<file path="config.mk">
export PLATFORM = sky130hd
export DESIGN_NAME = dbg_monitor_top
export DESIGN_NICKNAME = d
export VERILOG_FILES = /design/src/dbg_isa_pkg.sv /design/src/dbg_trace_pkg.sv /design/src/dbg_cause_tracker.sv /design/src/dbg_dpc_predictor.sv /design/src/dbg_instr_classifier.sv /design/src/dbg_monitor_ctrl.sv /design/src/dbg_monitor_top.sv
export SDC_FILE = /design/constraint.sdc
export NUM_CORES = 1
export LEC_CHECK = 0
export ABC_AREA = 1
export BUFFER_PORTS_ARGS = -buffer_cell sky130_fd_sc_hd__buf_2
export CORE_MARGIN = 3
export CORE_UTILIZATION = 56
export CTS_CLUSTER_DIAMETER = 200
export DETAILED_ROUTE_END_ITERATION = 8
export PLACE_DENSITY = 0.95
export SKIP_LAST_GASP = 1
export SLEW_MARGIN = 10
export SYNTH_ARGS = -nofsm -noshare
export SYNTH_HDL_FRONTEND = slang
export SYNTH_SLANG_ARGS = --single-unit
export TNS_END_PERCENT = 5
</file>
<file path="constraint.sdc">
create_clock -name cov_assert_if -period 3.4 [get_ports cov_assert_if]
set_input_delay 0.17 -clock cov_assert_if [delete_from_list [all_inputs] [get_ports cov_assert_if]]
set_output_delay 0.17 -clock cov_assert_if [all_outputs]
set_load 0.01 [all_outputs]
</file>
<file path="src/dbg_isa_pkg.sv">
// Instruction encodings, debug cause and monitor state enums,
// and the address width shared by the debug-entry monitor
`default_nettype none

package dbg_isa_pkg;

  // --------------------------------------------------
  // Widths
  // --------------------------------------------------
  localparam int unsigned XLEN = 32;

  // --------------------------------------------------
  // Instruction encodings checked at writeback
  // --------------------------------------------------
  localparam logic [XLEN-1:0] EBREAK_OPCODE  = 32'h0010_0073;
  // Compressed form sits in the low half, upper half zero
  localparam logic [XLEN-1:0] CEBREAK_OPCODE = 32'h0000_9002;
  localparam logic [XLEN-1:0] WFI_OPCODE     = 32'h1050_0073;
  localparam logic [XLEN-1:0] DRET_OPCODE    = 32'h7b20_0073;

  // --------------------------------------------------
  // Debug cause as reported in dcsr.cause
  // --------------------------------------------------
  typedef enum logic [2:0] {
    NONE    = 3'd0,
    EBREAK  = 3'd1,
    TRIGGER = 3'd2,
    HALTREQ = 3'd3,
    STEP    = 3'd4
  } dbg_cause_e;

  // Debug episode tracking in the monitor control FSM
  typedef enum logic [1:0] {
    RUNNING  = 2'd0,
    SLEEPING = 2'd1,
    ENTERED  = 2'd2,
    IN_DEBUG = 2'd3
  } mon_state_e;

endpackage

`default_nettype wire

</file>
<file path="src/dbg_trace_pkg.sv">
// Packed structs for the writeback trace, the core debug state,
// the instruction class strobes and the check results
`default_nettype none

package dbg_trace_pkg;

  import dbg_isa_pkg::*;

  // --------------------------------------------------
  // Writeback retirement trace
  // --------------------------------------------------
  typedef struct packed {
    logic            valid;
    logic            err;
    logic [XLEN-1:0] pc;
    logic [XLEN-1:0] instr;
    // Address of the next instruction after this one retires
    logic [XLEN-1:0] pc_next;
  } wb_trace_t;

  // Debug CSR view of the core
  typedef struct packed {
    logic            debug_mode;
    dbg_cause_e      cause;
    logic            step;
    logic [XLEN-1:0] dpc;
  } dbg_state_t;

  // --------------------------------------------------
  // Derived strobes and results
  // --------------------------------------------------
  typedef struct packed {
    logic ebreak;
    logic cebreak;
    logic wfi;
    logic dret;
  } instr_class_t;

  typedef struct packed {
    logic first_ins;
    logic err_cause;
    logic err_dpc;
    logic err_pc;
  } check_t;

endpackage

`default_nettype wire

</file>
<file path="src/dbg_cause_tracker.sv">
// Expected debug cause register with fixed priority
// trigger > ebreak > haltreq > step
`default_nettype none

module dbg_cause_tracker
  import dbg_isa_pkg::*;
  import dbg_trace_pkg::*;
(
  input  wire               cov_assert_if,
  input  wire               rst_n_i,
  input  wire wb_trace_t    trace_i,
  input  wire instr_class_t class_i,
  input  wire dbg_state_t   dbg_i,
  input  wire               debug_req_i,
  input  wire               ebreakm_i,
  input  wire               trig_match_i,
  output dbg_cause_e        cause_o
);

  dbg_cause_e cause_q;
  logic       ebreak_hit;

  // Either ebreak form enters debug only with dcsr.ebreakm set
  assign ebreak_hit = ebreakm_i && (class_i.ebreak || class_i.cebreak);

  // --------------------------------------------------
  // Cause register
  // --------------------------------------------------
  always_ff @(posedge cov_assert_if or negedge rst_n_i) begin
    if (!rst_n_i) begin
      cause_q <= NONE;
    end else if (!dbg_i.debug_mode) begin
      if (trig_match_i) begin
        cause_q <= TRIGGER;
      end else if (ebreak_hit) begin
        cause_q <= EBREAK;
      end else if (debug_req_i) begin
        cause_q <= HALTREQ;
      end else if (dbg_i.step && (cause_q inside {NONE, STEP})) begin
        // Step never overrides a pending higher cause
        cause_q <= STEP;
      end else if (trace_i.valid && !dbg_i.step) begin
        cause_q <= NONE;
      end
    end
  end

  assign cause_o = cause_q;

  // --------------------------------------------------
  // Assertions
  // --------------------------------------------------

  // Every debug entry finds a pending expected cause
  a_cause_set_on_entry : assert property (
    @(posedge cov_assert_if) disable iff (!rst_n_i)
    $rose(dbg_i.debug_mode) |-> (cause_q != NONE)
  ) else $error("debug mode entered with no expected debug cause");

endmodule

`default_nettype wire

</file>
<file path="src/dbg_dpc_predictor.sv">
// dpc prediction from the retirement trace and capture of
// the word aligned halt address on debug entry
`default_nettype none

module dbg_dpc_predictor
  import dbg_isa_pkg::*;
  import dbg_trace_pkg::*;
(
  input  wire                  cov_assert_if,
  input  wire                  rst_n_i,
  input  wire wb_trace_t       trace_i,
  input  wire dbg_state_t      dbg_i,
  input  wire dbg_cause_e      cause_i,
  input  wire                  capture_i,
  input  wire [XLEN-1:0]       halt_addr_i,
  output logic [XLEN-1:0]      exp_dpc_o,
  output logic [XLEN-1:0]      exp_halt_addr_o
);

  logic [XLEN-1:0] last_pc_q;
  logic [XLEN-1:0] last_pc_next_q;
  logic [XLEN-1:0] halt_addr_q;

  // --------------------------------------------------
  // Retirement history
  // --------------------------------------------------

  // Both addresses of the last retirement outside debug mode
  always_ff @(posedge cov_assert_if or negedge rst_n_i) begin
    if (!rst_n_i) begin
      last_pc_q      <= '0;
      last_pc_next_q <= '0;
    end else if (trace_i.valid && !dbg_i.debug_mode) begin
      last_pc_q      <= trace_i.pc;
      last_pc_next_q <= trace_i.pc_next;
    end
  end

  // ebreak and trigger halt on the instruction itself while
  // haltreq and step resume after it
  assign exp_dpc_o = (cause_i inside {EBREAK, TRIGGER}) ? last_pc_q : last_pc_next_q;

  // --------------------------------------------------
  // Halt address capture
  // --------------------------------------------------
  always_ff @(posedge cov_assert_if or negedge rst_n_i) begin
    if (!rst_n_i) begin
      halt_addr_q <= '0;
    end else if (capture_i) begin
      halt_addr_q <= {halt_addr_i[XLEN-1:2], 2'b00};
    end
  end

  assign exp_halt_addr_o = halt_addr_q;

  // --------------------------------------------------
  // Assertions
  // --------------------------------------------------

  // A predicted dpc is always a legal halfword aligned pc
  a_dpc_halfword_aligned : assert property (
    @(posedge cov_assert_if) disable iff (!rst_n_i)
    !exp_dpc_o[0]
  ) else $error("predicted dpc is not halfword aligned");

endmodule

`default_nettype wire

</file>
<file path="src/dbg_instr_classifier.sv">
// Writeback instruction classifier producing ebreak, c.ebreak,
// wfi and dret strobes for the retiring instruction
`default_nettype none

module dbg_instr_classifier
  import dbg_isa_pkg::*;
  import dbg_trace_pkg::*;
(
  input  wire wb_trace_t trace_i,
  output instr_class_t   class_o
);

  // Only clean retirements count, a faulted instruction never classifies
  logic retire_ok;

  assign retire_ok = trace_i.valid && !trace_i.err;

  // --------------------------------------------------
  // Opcode compare
  // --------------------------------------------------
  assign class_o.ebreak  = retire_ok && (trace_i.instr == EBREAK_OPCODE);
  assign class_o.cebreak = retire_ok && (trace_i.instr == CEBREAK_OPCODE);
  assign class_o.wfi     = retire_ok && (trace_i.instr == WFI_OPCODE);
  assign class_o.dret    = retire_ok && (trace_i.instr == DRET_OPCODE);

endmodule

`default_nettype wire

</file>
<file path="src/dbg_monitor_ctrl.sv">
// Debug episode FSM with WFI sleep tracking, trigger match,
// halt address capture strobe and first debug instruction checks
`default_nettype none

module dbg_monitor_ctrl
  import dbg_isa_pkg::*;
  import dbg_trace_pkg::*;
(
  input  wire               cov_assert_if,
  input  wire               rst_n_i,
  input  wire wb_trace_t    trace_i,
  input  wire instr_class_t class_i,
  input  wire dbg_state_t   dbg_i,
  input  wire               debug_req_i,
  input  wire               trig_en_i,
  input  wire [XLEN-1:0]    tdata2_i,
  input  wire dbg_cause_e   cause_i,
  input  wire [XLEN-1:0]    exp_dpc_i,
  input  wire [XLEN-1:0]    exp_halt_addr_i,
  output logic              trig_match_o,
  output logic              capture_o,
  output logic              in_wfi_o,
  output check_t            check_o
);

  mon_state_e state_q;
  mon_state_e state_d;
  logic       debug_mode_q;
  logic       dm_rise;
  logic       wfi_sleep;
  logic       first_ret;
  check_t     check_q;

  // --------------------------------------------------
  // Event detection
  // --------------------------------------------------
  assign trig_match_o = trig_en_i && trace_i.valid && (trace_i.pc == tdata2_i);

  assign dm_rise   = dbg_i.debug_mode && !debug_mode_q;
  assign capture_o = dm_rise;

  // wfi only sleeps outside debug, without step and with no request pending
  assign wfi_sleep = class_i.wfi && !dbg_i.debug_mode && !dbg_i.step && !debug_req_i;

  // First retirement after the halt address was captured
  assign first_ret = (state_q == ENTERED) && dbg_i.debug_mode && trace_i.valid;

  // --------------------------------------------------
  // FSM
  // --------------------------------------------------
  always_comb begin
    state_d = state_q;
    unique case (state_q)
      RUNNING: begin
        if (dm_rise) begin
          state_d = ENTERED;
        end else if (wfi_sleep) begin
          state_d = SLEEPING;
        end
      end
      SLEEPING: begin
        if (dm_rise) begin
          state_d = ENTERED;
        end else if (debug_req_i) begin
          state_d = RUNNING;
        end
      end
      ENTERED: begin
        if (!dbg_i.debug_mode) begin
          state_d = RUNNING;
        end else if (first_ret) begin
          state_d = IN_DEBUG;
        end
      end
      IN_DEBUG: begin
        if (!dbg_i.debug_mode) begin
          state_d = RUNNING;
        end
      end
      default: state_d = RUNNING;
    endcase
  end

  always_ff @(posedge cov_assert_if or negedge rst_n_i) begin
    if (!rst_n_i) begin
      state_q      <= RUNNING;
      debug_mode_q <= 1'b0;
    end else begin
      state_q      <= state_d;
      debug_mode_q <= dbg_i.debug_mode;
    end
  end

  assign in_wfi_o = (state_q == SLEEPING);

  // --------------------------------------------------
  // First instruction checks, one cycle after retirement
  // --------------------------------------------------
  always_ff @(posedge cov_assert_if or negedge rst_n_i) begin
    if (!rst_n_i) begin
      check_q <= '0;
    end else begin
      check_q.first_ins <= first_ret;
      check_q.err_cause <= first_ret && (dbg_i.cause != cause_i);
      check_q.err_dpc   <= first_ret && (dbg_i.dpc != exp_dpc_i);
      check_q.err_pc    <= first_ret && (trace_i.pc != exp_halt_addr_i);
    end
  end

  assign check_o = check_q;

  // --------------------------------------------------
  // Assertions
  // --------------------------------------------------

  // dret leaves debug mode right after it retires
  a_dret_exits_debug : assert property (
    @(posedge cov_assert_if) disable iff (!rst_n_i)
    dbg_i.debug_mode && class_i.dret |=> !dbg_i.debug_mode
  ) else $error("dret in debug mode did not leave debug mode");

endmodule

`default_nettype wire

</file>
<file path="src/dbg_monitor_top.sv">
// Debug-entry monitor top level, connecting classifier,
// cause tracker, dpc predictor and control FSM
`default_nettype none

module dbg_monitor_top
  import dbg_isa_pkg::*;
  import dbg_trace_pkg::*;
(
  input  wire               cov_assert_if,
  input  wire               rst_n_i,
  input  wire wb_trace_t    trace_i,
  input  wire dbg_state_t   dbg_i,
  input  wire               debug_req_i,
  input  wire               ebreakm_i,
  input  wire               trig_en_i,
  input  wire [XLEN-1:0]    tdata2_i,
  input  wire [XLEN-1:0]    halt_addr_i,
  output check_t            check_o,
  output dbg_cause_e        exp_cause_o,
  output logic              in_wfi_o
);

  instr_class_t    iclass;
  logic            trig_match;
  logic            capture;
  logic [XLEN-1:0] exp_dpc;
  logic [XLEN-1:0] exp_halt_addr;

  dbg_instr_classifier u_classifier (
    .trace_i (trace_i),
    .class_o (iclass)
  );

  dbg_cause_tracker u_cause_tracker (
    .cov_assert_if (cov_assert_if),
    .rst_n_i       (rst_n_i),
    .trace_i       (trace_i),
    .class_i       (iclass),
    .dbg_i         (dbg_i),
    .debug_req_i   (debug_req_i),
    .ebreakm_i     (ebreakm_i),
    .trig_match_i  (trig_match),
    .cause_o       (exp_cause_o)
  );

  dbg_dpc_predictor u_dpc_predictor (
    .cov_assert_if   (cov_assert_if),
    .rst_n_i         (rst_n_i),
    .trace_i         (trace_i),
    .dbg_i           (dbg_i),
    .cause_i         (exp_cause_o),
    .capture_i       (capture),
    .halt_addr_i     (halt_addr_i),
    .exp_dpc_o       (exp_dpc),
    .exp_halt_addr_o (exp_halt_addr)
  );

  dbg_monitor_ctrl u_ctrl (
    .cov_assert_if   (cov_assert_if),
    .rst_n_i         (rst_n_i),
    .trace_i         (trace_i),
    .class_i         (iclass),
    .dbg_i           (dbg_i),
    .debug_req_i     (debug_req_i),
    .trig_en_i       (trig_en_i),
    .tdata2_i        (tdata2_i),
    .cause_i         (exp_cause_o),
    .exp_dpc_i       (exp_dpc),
    .exp_halt_addr_i (exp_halt_addr),
    .trig_match_o    (trig_match),
    .capture_o       (capture),
    .in_wfi_o        (in_wfi_o),
    .check_o         (check_o)
  );

endmodule

`default_nettype wire

</file>
# After elaboration in Yosys (flattened, before gate mapping)
# Index checks and enable logic that the tools add are counted.
# classes
eq_ne	17
mux	14
n_bitwise	1
reduce_logical	32
# op_table
operator	n
$ne 32x32->1	2
$eq 32x16->1 const B	1
$eq 32x21->1 const B	1
$eq 32x29->1 const B	1
$eq 32x32->1	1
$mux 32	1
$logic_and 1x1->1	19
$mux 3	5
$mux 2	7
$ne 3x2->1 const B	3
$pmux 2 s4	1
$logic_not 1->1	5
$reduce_bool 5->1	1
$eq 2x2->1 const B	2
$reduce_and 4->1	1
$reduce_bool 2->1	2
$eq 3x1->1 const B	1
$eq 3x2->1 const B	1
$eq 3x3->1 const B	1
$logic_not 3->1	1
$ne 3x3->1	1
$eq 2x1->1 const B	1
$logic_not 2->1	1
$ne 2x2->1 const B	1
other kinds (3)	3
# word_totals
reg_bits	104
input_bits	204
elab_cells	74

# Depth between registers and ports, before layout
# Gate-level depths: netlist of the first run.
# logic_depth
word_depth	9
ltp_mapped	14

# By module
# Synthesis of the first run repeated with hierarchy kept, for this count alone.
# unflattened
hier_cells	1097
hier_area_um2	6879.1
# by_module_without_submodules
module	n_inst	cells_per_inst	area_per_inst_um2	seq_area_each_um2
dbg_dpc_predictor	1	522	4291.6	2352.3
dbg_monitor_ctrl	1	473	2090.8	175.2
dbg_instr_classifier	1	72	297.8	0.0
dbg_cause_tracker	1	30	198.9	75.1

# Worst setup path after synthesis of the first run
# Ideal clock, no wire load.
# synth_path
path_type	register to register
from	register u_cause_tracker.cause_q[2] (netlist: u_cause_tracker.cause_o[2])
to	register u_ctrl.check_q (netlist bit u_ctrl.check_o[1])
setup_ps	115
arrival_ps	1525
path_slack_ps	1759
path_stages_with_launch	13
n_path_buf	2
period_less_slack_ps	1641
cell_sequence	dfrtp_1 > inv_1 > buf_2 > buf_2 > nand4_1 > nand3b_1 > nand2_1 > nor2_1 > nand2_1 > nor2_1 > nand2_1 > nor2_1 > nor2_1
# synth_between
elab_chain_len	5
# synth_rtl
element	line	source
from (decl)	dbg_cause_tracker.sv:20	dbg_cause_e cause_q;
from (signal assigned)	dbg_cause_tracker.sv:31	cause_q <= NONE;
from (signal assigned)	dbg_cause_tracker.sv:34	cause_q <= TRIGGER;
from (signal assigned)	dbg_cause_tracker.sv:36	cause_q <= EBREAK;
$eq 3x1->1 / $eq 3x2->1 (equally long branches)	dbg_dpc_predictor.sv:41	assign exp_dpc_o = (cause_i inside {EBREAK, TRIGGER}) ? last_pc_q : last_pc_next_q;
$reduce_bool 2->1 (*)	dbg_dpc_predictor.sv:41	
$mux 32 (*)	dbg_dpc_predictor.sv:41	
$ne 32x32->1 (*)	dbg_monitor_ctrl.sv:105	check_q.err_dpc <= first_ret && (dbg_i.dpc != exp_dpc_i);
$logic_and 1x1->1 (*)	dbg_monitor_ctrl.sv:105	
to (decl)	dbg_monitor_ctrl.sv:32	check_t check_q;
# Mark *: on every way between the ends. The rest lies on a longest branch, timed or not.
# A chain may end at the register's enable or synchronous reset.

# Worst setup path in the final report of the first run
# layout_path
from	register u_cause_tracker.cause_q[0] (netlist: u_cause_tracker.cause_o[0])
to	register u_ctrl.check_q (netlist bit u_ctrl.check_o[1])
# The elaborated chain is that of the path after synthesis.

==> results.cfg, run 1 <==
[power_and_ir_drop]
internal-power_mw = 2.31
seq_power_share_pct = 42.5
comb_power_share_pct = 28.3
power.leakage_nw = 4.45
power.density_cell_area_nw_per_um2 = 444
swShare_pct = 34.2
report.power.total_mw = 3.51
vdd_drop_max_v = 0.000266
clock_power_share_pct = 29.3
p_switching_mw = 1.20

[route]
drt_drc_violations_left = 0
via_count = 6757
detailroute.wirelength.met2_mm = 8.62
initial_detailed_routing_violation_count = 598
postRouteWirelength_mm = 18.2
avgViaCountPerCell = 5.25
detail-route-antenna-nets = 0
detailedRoute.firstPassIterationCount = 5
topRoutingLayerUsed = met4
wl_per_cell_microns = 14.2
met1Wirelength_mm = 7.77
wl_met3_mm = 1.36

[die]
floorplan.rows = 38
die_area_sq_um = 12800
fp.dieW_microns = 113
core_area_sq_um = 11000
die_h_microns = 113
initial_core_util_pct = 58.4
io_pins = 212

[placement]
hpwlAfterDp_mm = 14.5
port-buffer-count = 209
finalWeightedCongestion = 0.928
detailed_place.area_sq_um = 7580
place.detailed.instances = 1268

[clock_network]
worst_setup_hold_path_clk_slew_ns = 0.08
ctsHoldBuffers = 2
cts_tree = done
cts_resized = 0
cts-htree-levels = 3
cts_max_path_buffers = 2
clkLatencyLatePin_ns = 0.34
clock_tree.root_cell = sky130_fd_sc_hd__clkbuf_16
cts.sink_count = 104
cts_buffers = 9
post-cts-setup-buffers = 0

[yosys]
mappedNetlistNets = 1148
post_synth.cell_area_avg_sq_um = 6.83
yosysSeqAreaShare_pct = 40.4
postSynth.asyncResetShare_pct = 100
cells_after_synth = 944
synth_seq_cells = 104
ys_warn_count = 0
yosys_most_used_dff = sky130_fd_sc_hd__dfrtp_1
synth.distinct_cells = 35
synth-edff-count = 0
syn_area_sq_um = 6440

[timing]
timing_worst_slew_pin_value_ns = 0.902
period_utilization_post_route_pct = 68.4
slew_headroom_pct = 39.9
fin_skew_ns = 0.0106
final-hold-violation-count = 0
max_slew_violations = 0
max_freq_ghz = 0.430
hold_ws_ns = 0.0185
fin_setup_tns_ns = 0
setup-violations-final = 0
setup_repair_after_global_routing_missed_its_margin = false
final_min_period_ns = 2.32

[setup_path]
worstPathArrival_ns = 2.57
crit_path_max_fanout = 37
cp-end-kind = flop
worst_setup_path_start_kind = flop
critical-path-slowest-cell = sky130_fd_sc_hd__dfrtp_1
path_common_cell = sky130_fd_sc_hd__nand2_1
wp_data_required_ns = 3.64
max_stage_delay_ns = 0.41
critical_path.top_delay_family = simple AND/OR/NAND/NOR gates
timing.critical_path.cells = inv_1 -> nand2_4 -> nand3_4 -> nand2_1 -> nand2_1 -> nand2_1 -> nand2_1 -> nor2_1 -> nand2_1 -> nor2_1 -> nand2_1 -> nor2_1 -> nor2_1
worstPathBufferInverterCount = 1
crit_type = flop to flop

[final_layout]
synthToLayoutAreaGrowth_pct = 22.5
n_antenna_cell = 0
finish.cell_count_without_fillers = 1286
layout_fillers = 899
final_design_area_no_fill_sq_um = 7900
multi_input_comb_area_sq_um = 3220
register_area_sq_um = 2600
fin_nets = 1345
layout-drive-gt1-share_pct = 22.8

[min_path]
worstHoldPathType = input port to flop

[grt]
vias_in_the_first_global_route = 6367
wire_length_of_the_first_global_routing_pass_mm = 29.6
antenna_found_initial = 0
global_route.overflow_total = 0
maximum_number_of_pins_on_one_net_before_global_route_repair = 97
gr-usage-all-layers_pct = 28.6

[job]
drv.max_cap_violation_count = 0

[outcome]
outcome = finished clean
==> synth_stat cells (7+ instances only) <==
| cell | instances | area share (%) |
|---|---|---|
| sky130_fd_sc_hd__xnor2_1 | 22 | 3.0 |
| sky130_fd_sc_hd__nand3_1 | 44 | 3.4 |
| sky130_fd_sc_hd__dfrtp_1 | 104 | 40 |
| sky130_fd_sc_hd__nand3b_1 | 21 | 2.4 |
| sky130_fd_sc_hd__nand4_1 | 42 | 4.1 |
| sky130_fd_sc_hd__o21ai_0 | 34 | 2.6 |
| sky130_fd_sc_hd__mux2_2 | 7 | 1.2 |
| sky130_fd_sc_hd__or2_2 | 16 | 1.6 |
| sky130_fd_sc_hd__inv_1 | 126 | 7.3 |
| sky130_fd_sc_hd__o22ai_1 | 7 | 0.68 |
| sky130_fd_sc_hd__nand2_1 | 310 | 18 |
| sky130_fd_sc_hd__clkbuf_1 | 17 | 0.99 |
| sky130_fd_sc_hd__nor2_1 | 110 | 6.4 |
| sky130_fd_sc_hd__a21oi_1 | 39 | 3.0 |
| sky130_fd_sc_hd__buf_2 | 10 | 0.78 |
==> layout by cell type (no fill, tap or decap), drive strengths merged <==
master,count
a211oi,2
a21oi,39
a22o,1
a31oi,1
and2,2
buf,216
clkbuf,9
clkinv,4
clkinvlp,1
dfrtp,104
dlygate4sd3,2
inv,130
mux2,7
nand2,312
nand3,45
nand3b,21
nand4,42
nor2,110
nor2b,1
nor3,5
nor4,2
o2111ai,2
o211ai,1
o21ai,34
o21bai,1
o22ai,7
o31ai,2
or2,16
xnor2,22
xor2,5
==> logic make-up (layout without fill, tap and decap cells) <==
logic type,Yosys count,in the layout,share of synthesized area [%]
AND/OR/NAND/NOR,556,556,37.4
buffers and inverters,160,362,9.80
XOR/XNOR,27,27,3.67
multiplexers,7,7,1.22
flip-flops,104,104,40.4
AO/OA/AOI/OAI,90,90,7.55
==> final cells by class <==
type,instances,share of cell area (%)
Clock inverter,7,0.903
Tap cell,140,2.22
Sequential cell,104,33.0
Timing Repair Buffer,218,14.2
Inverter,128,6.08
Clock buffer,9,2.85
Multi-Input combinational cell,680,40.8
==> registers in the layout (all words and copies together), names as in the netlist <==
| register | count |
|---|---|
| u_ctrl.check_o | 4 |
| u_ctrl.debug_mode_q | 1 |
| u_cause_tracker.cause_o | 3 |
| u_dpc_predictor.exp_halt_addr_o | 30 |
| u_dpc_predictor.last_pc_next_q | 32 |
| u_dpc_predictor.last_pc_q | 32 |
| u_ctrl.state_q | 2 |
==> power by group through the flow <==
stage / Sequential [mW] / Combinational, mW / Clock, mW
3_5_place_dp: 1.51 / 0.981 / 0
2_1_floorplan: 1.49 / 0.665 / 0
4_1_cts: 1.49 / 0.991 / 1.04
6_report: 1.49 / 0.991 / 1.03
3_3_place_gp: 1.50 / 0.938 / 0
5_1_grt: 1.51 / 1.14 / 1.10
==> final timing paths <==
check / start / to / slack [ns] / cells after the start
max: u_cause_tracker.cause_o[0] / u_ctrl.check_o[1] / 1.08 / 13
min: halt_addr_i[10] / u_dpc_predictor.exp_halt_addr_o[10] / 0.02 / 3
max reg2reg: u_cause_tracker.cause_o[0] / u_ctrl.check_o[1] / 1.08 / 13
min reg2reg: u_dpc_predictor.last_pc_q[17] / u_dpc_predictor.last_pc_q[17] / 0.49 / 2
max in group asynchronous: rst_n_i / u_dpc_predictor.exp_halt_addr_o[5] / 2.16 / 3
min in group asynchronous: rst_n_i / u_dpc_predictor.last_pc_next_q[24] / 0.37 / 2
==> worst reg2reg max path, stage by stage (launching register included) <==
cell and delay (ns):
sky130_fd_sc_hd__dfrtp_1 0.41, sky130_fd_sc_hd__inv_1 0.12, sky130_fd_sc_hd__nand2_4 0.31, sky130_fd_sc_hd__nand3_4 0.42, sky130_fd_sc_hd__nand2_1 0.21, sky130_fd_sc_hd__nand2_1 0.07
sky130_fd_sc_hd__nand2_1 0.06, sky130_fd_sc_hd__nand2_1 0.05, sky130_fd_sc_hd__nor2_1 0.17, sky130_fd_sc_hd__nand2_1 0.08, sky130_fd_sc_hd__nor2_1 0.10, sky130_fd_sc_hd__nand2_1 0.07
sky130_fd_sc_hd__nor2_1 0.12, sky130_fd_sc_hd__nor2_1 0.05
==> per-layer routing <==
metal,up-vias,global-route usage [%]
met5,-,0
met4,0,9.94
met1,3048,38.3
met3,42,4.12
li1,3368,-
met2,299,47.7
==> stage by stage <==
step | utilization, % | worst slack [ns]
floorplan | - | 1.76
global placement | 68.7 | 1.13
detailed placement | 68.7 | 1.11
CTS | 71.6 | 1.08
global route | 71.6 | 0.796
finish | 71.6 | 1.08
Note: power is estimated with default switching activity, not from simulation.
==> run 2, diff against run 1 <==
- CORE_UTILIZATION: 56 -> 47
- PLACE_DENSITY: 0.95 -> 0.87
- clock period: 3.4 -> 2.1 ns (I/O delays scaled with it)
==> run 2 against run 1 <==
Effect of this change:
- register-to-register slack got worse by 0.87 ns
- design area increased by 7.7%
- non-clock buffer count rose by 50
- worst hold slack worse by 0.011 ns
- maximum frequency increased by 23%
- cell count up 6.7%
- flip-flop and latch count stayed put
- routed wire length grew 7.5%
- first-iteration DRC count down 20%
- largest cell class unchanged
- worst setup slack got worse by 0.87 ns
- clock power is 80% higher
==> results.cfg, run 2 (synthesis gave the netlist of run 1 again) <==
[clock_network]
cts_buffers = 9
clkLatencyLatePin_ns = 0.35
clock_tree.root_cell = sky130_fd_sc_hd__clkbuf_16
cts_tree = done
cts-htree-levels = 3
worst_setup_hold_path_clk_slew_ns = 0.07
cts_max_path_buffers = 2
cts.sink_count = 104

[setup_path]
worst_setup_path_start_kind = flop
ff2ff_path_depth = 11
r2r_slack_ns = 0.21
max_stage_delay_ns = 0.39
path_common_cell = sky130_fd_sc_hd__nor2_1
crit_type = flop to flop
crit_path_max_fanout = 37
rr_startpoint = u_cause_tracker.cause_o[2]
worstPathArrival_ns = 2.14
worstPathBufferInverterCount = 2
timing.critical_path.cells = inv_1 -> buf_4 -> nand4_1 -> nand3b_1 -> nand2_1 -> nor2_1 -> nand2_1 -> nor2_1 -> nand2_1 -> nor2_1 -> nor2_1
critical_path.top_delay_family = simple AND/OR/NAND/NOR gates
wp_data_required_ns = 2.35
worstSetupPathDepth = 11
crit_start = u_cause_tracker.cause_o[2]
cp-end-kind = flop
critical-path-slowest-cell = sky130_fd_sc_hd__dfrtp_1

[route]
via_count = 6963
avgViaCountPerCell = 5.08
wl_per_cell_microns = 14.3
drt_drc_violations_left = 0
initial_detailed_routing_violation_count = 476
postRouteWirelength_mm = 19.6
detail-route-antenna-nets = 0
detailedRoute.firstPassIterationCount = 7

[final_layout]
finish.cell_count_without_fillers = 1372
most_frequent_standard_cell_in_the_layout_excluding_fill_and_tap_cells = sky130_fd_sc_hd__nand2_1
layout-drive-gt1-share_pct = 22.6
n_antenna_cell = 0
multi_input_comb_area_sq_um = 3220
synthToLayoutAreaGrowth_pct = 31.9
final_cell_mix = sky130_fd_sc_hd__nand2_1, sky130_fd_sc_hd__buf_2, sky130_fd_sc_hd__inv_1
fin_nets = 1395
register_area_sq_um = 2600
layout_fillers = 1148

[placement]
hpwlAfterDp_mm = 14.6
dp_worst_setup_slack_ns = 0.192
finalWeightedCongestion = 0.880
place.detailed.instances = 1311
port-buffer-count = 209

[die]
die_h_microns = 123
core_area_sq_um = 13300
io_pins = 212
floorplan.rows = 42
die_area_sq_um = 15200
initial_core_util_pct = 48.3
fp.dieW_microns = 123

[outcome]
outcome = finished clean

[timing]
max_slew_violations = 0
final-hold-violation-count = 0
setup_repair_after_global_routing_missed_its_margin = false
slew_headroom_pct = 54.2
max_freq_ghz = 0.529
final_min_period_ns = 1.89
hold_ws_ns = 0.00723
setup-violations-final = 0
final_critical_path_setup_slack_ns = 0.209
timing_worst_slew_pin_value_ns = 0.687
fin_setup_tns_ns = 0
fin_skew_ns = 0.00468
period_utilization_post_route_pct = 90.0

[grt]
antenna_found_initial = 0
maximum_number_of_pins_on_one_net_before_global_route_repair = 53
wire_length_of_the_first_global_routing_pass_mm = 30.5
global_route.overflow_total = 0
vias_in_the_first_global_route = 6497
gr-usage-all-layers_pct = 25.8

[power_and_ir_drop]
p_switching_mw = 1.94
internal-power_mw = 4.06
seq_power_share_pct = 40.2
swShare_pct = 32.3
power.leakage_nw = 4.70
power.density_cell_area_nw_per_um2 = 706
clock_power_share_pct = 30.8
report.power.total_mw = 6.00
comb_power_share_pct = 29.0
vdd_drop_max_v = 0.000569

[min_path]
hold_path_startpoint = trace_i[11]
hold_path_depth = 3
worstHoldPathType = input port to flop

[job]
drv.max_cap_violation_count = 0
-- run 2: cell types whose count changed in the layout (fill, tap and decap cells not counted) --
cell	previous run	this run
sky130_fd_sc_hd__clkinv_8	1	0
sky130_fd_sc_hd__bufinv_16	0	2
sky130_fd_sc_hd__dlygate4sd3_1	2	43
sky130_fd_sc_hd__clkinvlp_4	1	0
sky130_fd_sc_hd__buf_12	0	4
sky130_fd_sc_hd__inv_6	0	3
sky130_fd_sc_hd__inv_8	3	0
sky130_fd_sc_hd__buf_4	8	12
sky130_fd_sc_hd__buf_6	0	1
-- run 2: power by group through the flow --
stage	clock, mW	combinational [mW]	sequential [mW]
detailed placement	0	1.63	2.45
global placement	0	1.57	2.43
finish	1.85	1.74	2.41
floorplan	0	1.08	2.41
CTS	1.89	1.70	2.41
global route	1.96	1.97	2.44
-- run 2: cell type report --
cell class                 count  area share (%)
tap                          176            2.59
inverter                     128            5.65
clock buffer                   9            2.65
timing repair buffer         268            19.4
sequential                   104            30.6
clock inverter                 7            1.18
multi-input combinational    680            37.9
-- run 2: tightest hold or removal path, stage by stage --
cell and delay [ns]:
sky130_fd_sc_hd__buf_2 0.08, sky130_fd_sc_hd__nor2_1 0.03, sky130_fd_sc_hd__a21oi_1 0.10
-- run 2: final timing paths --
| path | endpoint |
|---|---|
| setup / recovery | u_ctrl.check_o[1] |
| min in group asynchronous | u_dpc_predictor.last_pc_next_q[2] |
| hold reg to reg | u_dpc_predictor.last_pc_q[29] |
| max in group asynchronous | u_dpc_predictor.exp_halt_addr_o[24] |
| setup reg to reg | u_ctrl.check_o[1] |
| hold / removal | u_dpc_predictor.last_pc_next_q[11] |
-- run 2: stage by stage --
stage | instance area [sq um] | util, %
floorplan | 6440 | -
global placement | 7710 | 57.8
detailed placement | 7710 | 57.8
CTS | 8470 | 63.5
global route | 8500 | 63.7
finish | 8500 | 63.7
-- run 2: layer usage --
metal	track usage, %	vias up	part of all wire (%)
met1	34.0	3197	43
met4	10.4	0	3.1
met2	41.5	260	47
li1	-	3466	-
met5	0	-	0
met3	5.58	40	7.1
-- run 2: what timing repair did --
action                     CTS  global route
resized for setup            0             1
setup endpoints to repair    0             1
hold buffers                43             0
buffers inserted             0             2
hold endpoints to repair    92             0
==> run 3, diff against run 2 <==
- REMOVE_ABC_BUFFERS: unset -> 1
==> run 3 against run 2 <==
Effect of this change:
- critical path depth is 3 higher
- total power is 1.9% lower
- worst setup slack better by 0.012 ns
- clock-buffer cell count stayed put
- via count is 0.52% lower
- largest power group unchanged
- clock skew is 0.0013 ns higher
- register-to-register slack hardly changed
- worst hold slack better by 0.0031 ns
- largest cell class unchanged
- core utilization is 0.16 points higher
- critical endpoint unchanged
- sequential power hardly changed
- clock power is 5% lower
==> results.cfg, run 3 (synthesis gave the netlist of run 1 again) <==
[setup_path]
ff2ff_path_depth = 14
end_point_of_the_critical_path = u_ctrl.check_o[1]
r2r_slack_ns = 0.22
timing.rr.end = u_ctrl.check_o[1]
critical-path-slowest-cell = sky130_fd_sc_hd__dfrtp_1
worstPathArrival_ns = 2.13
worstSetupPathDepth = 14
max_stage_delay_ns = 0.41
path_common_cell = sky130_fd_sc_hd__nand2_1
worst_setup_path_start_kind = flop
cp-end-kind = flop
worstPathBufferInverterCount = 2
crit_path_max_fanout = 17
crit_type = flop to flop
wp_data_required_ns = 2.35
crit_start = u_cause_tracker.cause_o[0]
rr_startpoint = u_cause_tracker.cause_o[0]
timing.critical_path.cells = inv_1 -> nand2_4 -> nand3_4 -> buf_12 -> nand2_1 -> nand2_1 -> nand2_1 -> nand2_1 -> nor2_1 -> nand2_1 -> nor2_1 -> nand2_1 -> nor2_1 -> nor2_1
critical_path.top_delay_family = simple AND/OR/NAND/NOR gates

[clock_network]
worst_setup_hold_path_clk_slew_ns = 0.07
cts_tree = done
clock_tree.root_cell = sky130_fd_sc_hd__clkbuf_16
cts_max_path_buffers = 2
cts-htree-levels = 3
clkLatencyLatePin_ns = 0.35
cts.sink_count = 104
cts_resized = 0
cts_buffers = 9

[route]
wl_per_cell_microns = 14.0
drt_drc_violations_left = 0
initial_detailed_routing_violation_count = 420
via_count = 6927
postRouteWirelength_mm = 19.3
detail-route-antenna-nets = 0
detailedRoute.firstPassIterationCount = 4
avgViaCountPerCell = 5.05

[timing]
setup-violations-final = 0
slew_headroom_pct = 55.5
max_freq_ghz = 0.532
hold_ws_ns = 0.0104
max_slew_violations = 0
final-hold-violation-count = 0
timing_worst_slew_pin_value_ns = 0.667
final_min_period_ns = 1.88
period_utilization_post_route_pct = 89.5
setup_repair_after_global_routing_missed_its_margin = false
fin_skew_ns = 0.00603

[min_path]
hold_path_startpoint = trace_i[22]
worstHoldPathType = input port to flop

[power_and_ir_drop]
vdd_drop_max_v = 0.000491
power.density_cell_area_nw_per_um2 = 691
seq_power_share_pct = 41.0
clock_power_share_pct = 29.7
comb_power_share_pct = 29.3
p_switching_mw = 1.86
internal-power_mw = 4.03
report.power.total_mw = 5.89
swShare_pct = 31.5
power.leakage_nw = 4.70

[die]
die_h_microns = 123
initial_core_util_pct = 48.3
die_area_sq_um = 15200
fp.dieW_microns = 123
io_pins = 212
core_area_sq_um = 13300
floorplan.rows = 42

[grt]
wire_length_of_the_first_global_routing_pass_mm = 30.4
maximum_number_of_pins_on_one_net_before_global_route_repair = 57
vias_in_the_first_global_route = 6532
global_route.overflow_total = 0
antenna_found_initial = 1
gr-usage-all-layers_pct = 25.8

[outcome]
outcome = finished clean

[final_layout]
synthToLayoutAreaGrowth_pct = 32.2
layout_fillers = 1162
most_frequent_standard_cell_in_the_layout_excluding_fill_and_tap_cells = sky130_fd_sc_hd__nand2_1
n_antenna_cell = 0
layout-drive-gt1-share_pct = 22.1
final_design_area_no_fill_sq_um = 8520
finalCoreUtilization_pct = 63.9
final_cell_mix = sky130_fd_sc_hd__nand2_1, sky130_fd_sc_hd__buf_2, sky130_fd_sc_hd__inv_1
fin_nets = 1397

[placement]
hpwlAfterDp_mm = 14.5
finalWeightedCongestion = 0.906
port-buffer-count = 209
detailed_place.area_sq_um = 7740

[job]
drv.max_cap_violation_count = 0
==> run 3: worst min path at each step <==
| stage | to | slack [ns] | cells after the start |
|---|---|---|---|
| after CTS | u_dpc_predictor.last_pc_next_q[8] | 0.0004 | 3 |
| after detailed placement | u_dpc_predictor.exp_halt_addr_o[29] | 0.17 | 1 |
| final | u_dpc_predictor.last_pc_next_q[22] | 0.01 | 3 |
| after global routing | u_dpc_predictor.last_pc_next_q[6] | 0.009 | 3 |
| after global placement | u_dpc_predictor.exp_halt_addr_o[19] | 0.17 | 1 |
| after floorplan | u_cause_tracker.cause_o[0] | -0.19 | 0 |
==> run 3: cell type report <==
class                      count  area (sq um)  share of cell area (%)
multi-input combinational    680          3220                    37.8
sequential                   104          2600                    30.5
timing repair buffer         270          1700                    20.0
inverter                     128           480                    5.64
clock buffer                   9           225                    2.64
tap                          176           220                    2.58
clock inverter                 4          72.6                   0.851
==> run 3: layer usage <==
layer | vias up | track usage (%) | wire, microns
met5 | - | 0 | 7
met4 | 2 | 11.7 | 694
met3 | 50 | 5.54 | 1170
met2 | 225 | 44.0 | 9450
met1 | 3175 | 31.2 | 7940
li1 | 3475 | - | -
==> run 3: timing repair <==
item | 4_1_cts | 5_1_grt
hold buffers | 48 | 0
endpoints found under the hold margin | 93 | 0
buffers inserted | 0 | 0
==> run 3: power groups by stage <==
stage | combinational [mW] | clock (mW) | sequential (mW)
global route | 1.96 | 1.85 | 2.44
global placement | 1.59 | 0 | 2.43
floorplan | 1.03 | 0 | 2.41
finish | 1.73 | 1.75 | 2.41
CTS | 1.73 | 1.77 | 2.41
detailed placement | 1.65 | 0 | 2.44
==> run 3: stage by stage <==
step | setup WS (ns) | cells | setup TNS, ns
6_report | 0.221 | 1371 | 0
5_1_grt | 0.0544 | 1371 | 0
4_1_cts | 0.205 | 1371 | 0
3_5_place_dp | 0.217 | 1310 | 0
3_3_place_gp | 0.270 | 1310 | 0
2_1_floorplan | -0.906 | 912 | -36.51
==> run 3: worst register-to-register path, cell delays in order (launching register included) <==
cell                      delay (ns)
sky130_fd_sc_hd__dfrtp_1        0.41
sky130_fd_sc_hd__inv_1          0.12
sky130_fd_sc_hd__nand2_4        0.10
sky130_fd_sc_hd__nand3_4        0.14
sky130_fd_sc_hd__buf_12         0.20
sky130_fd_sc_hd__nand2_1        0.08
sky130_fd_sc_hd__nand2_1        0.06
sky130_fd_sc_hd__nand2_1        0.06
sky130_fd_sc_hd__nand2_1        0.05
sky130_fd_sc_hd__nor2_1         0.12
sky130_fd_sc_hd__nand2_1        0.08
sky130_fd_sc_hd__nor2_1         0.16
sky130_fd_sc_hd__nand2_1        0.08
sky130_fd_sc_hd__nor2_1         0.09
sky130_fd_sc_hd__nor2_1         0.04
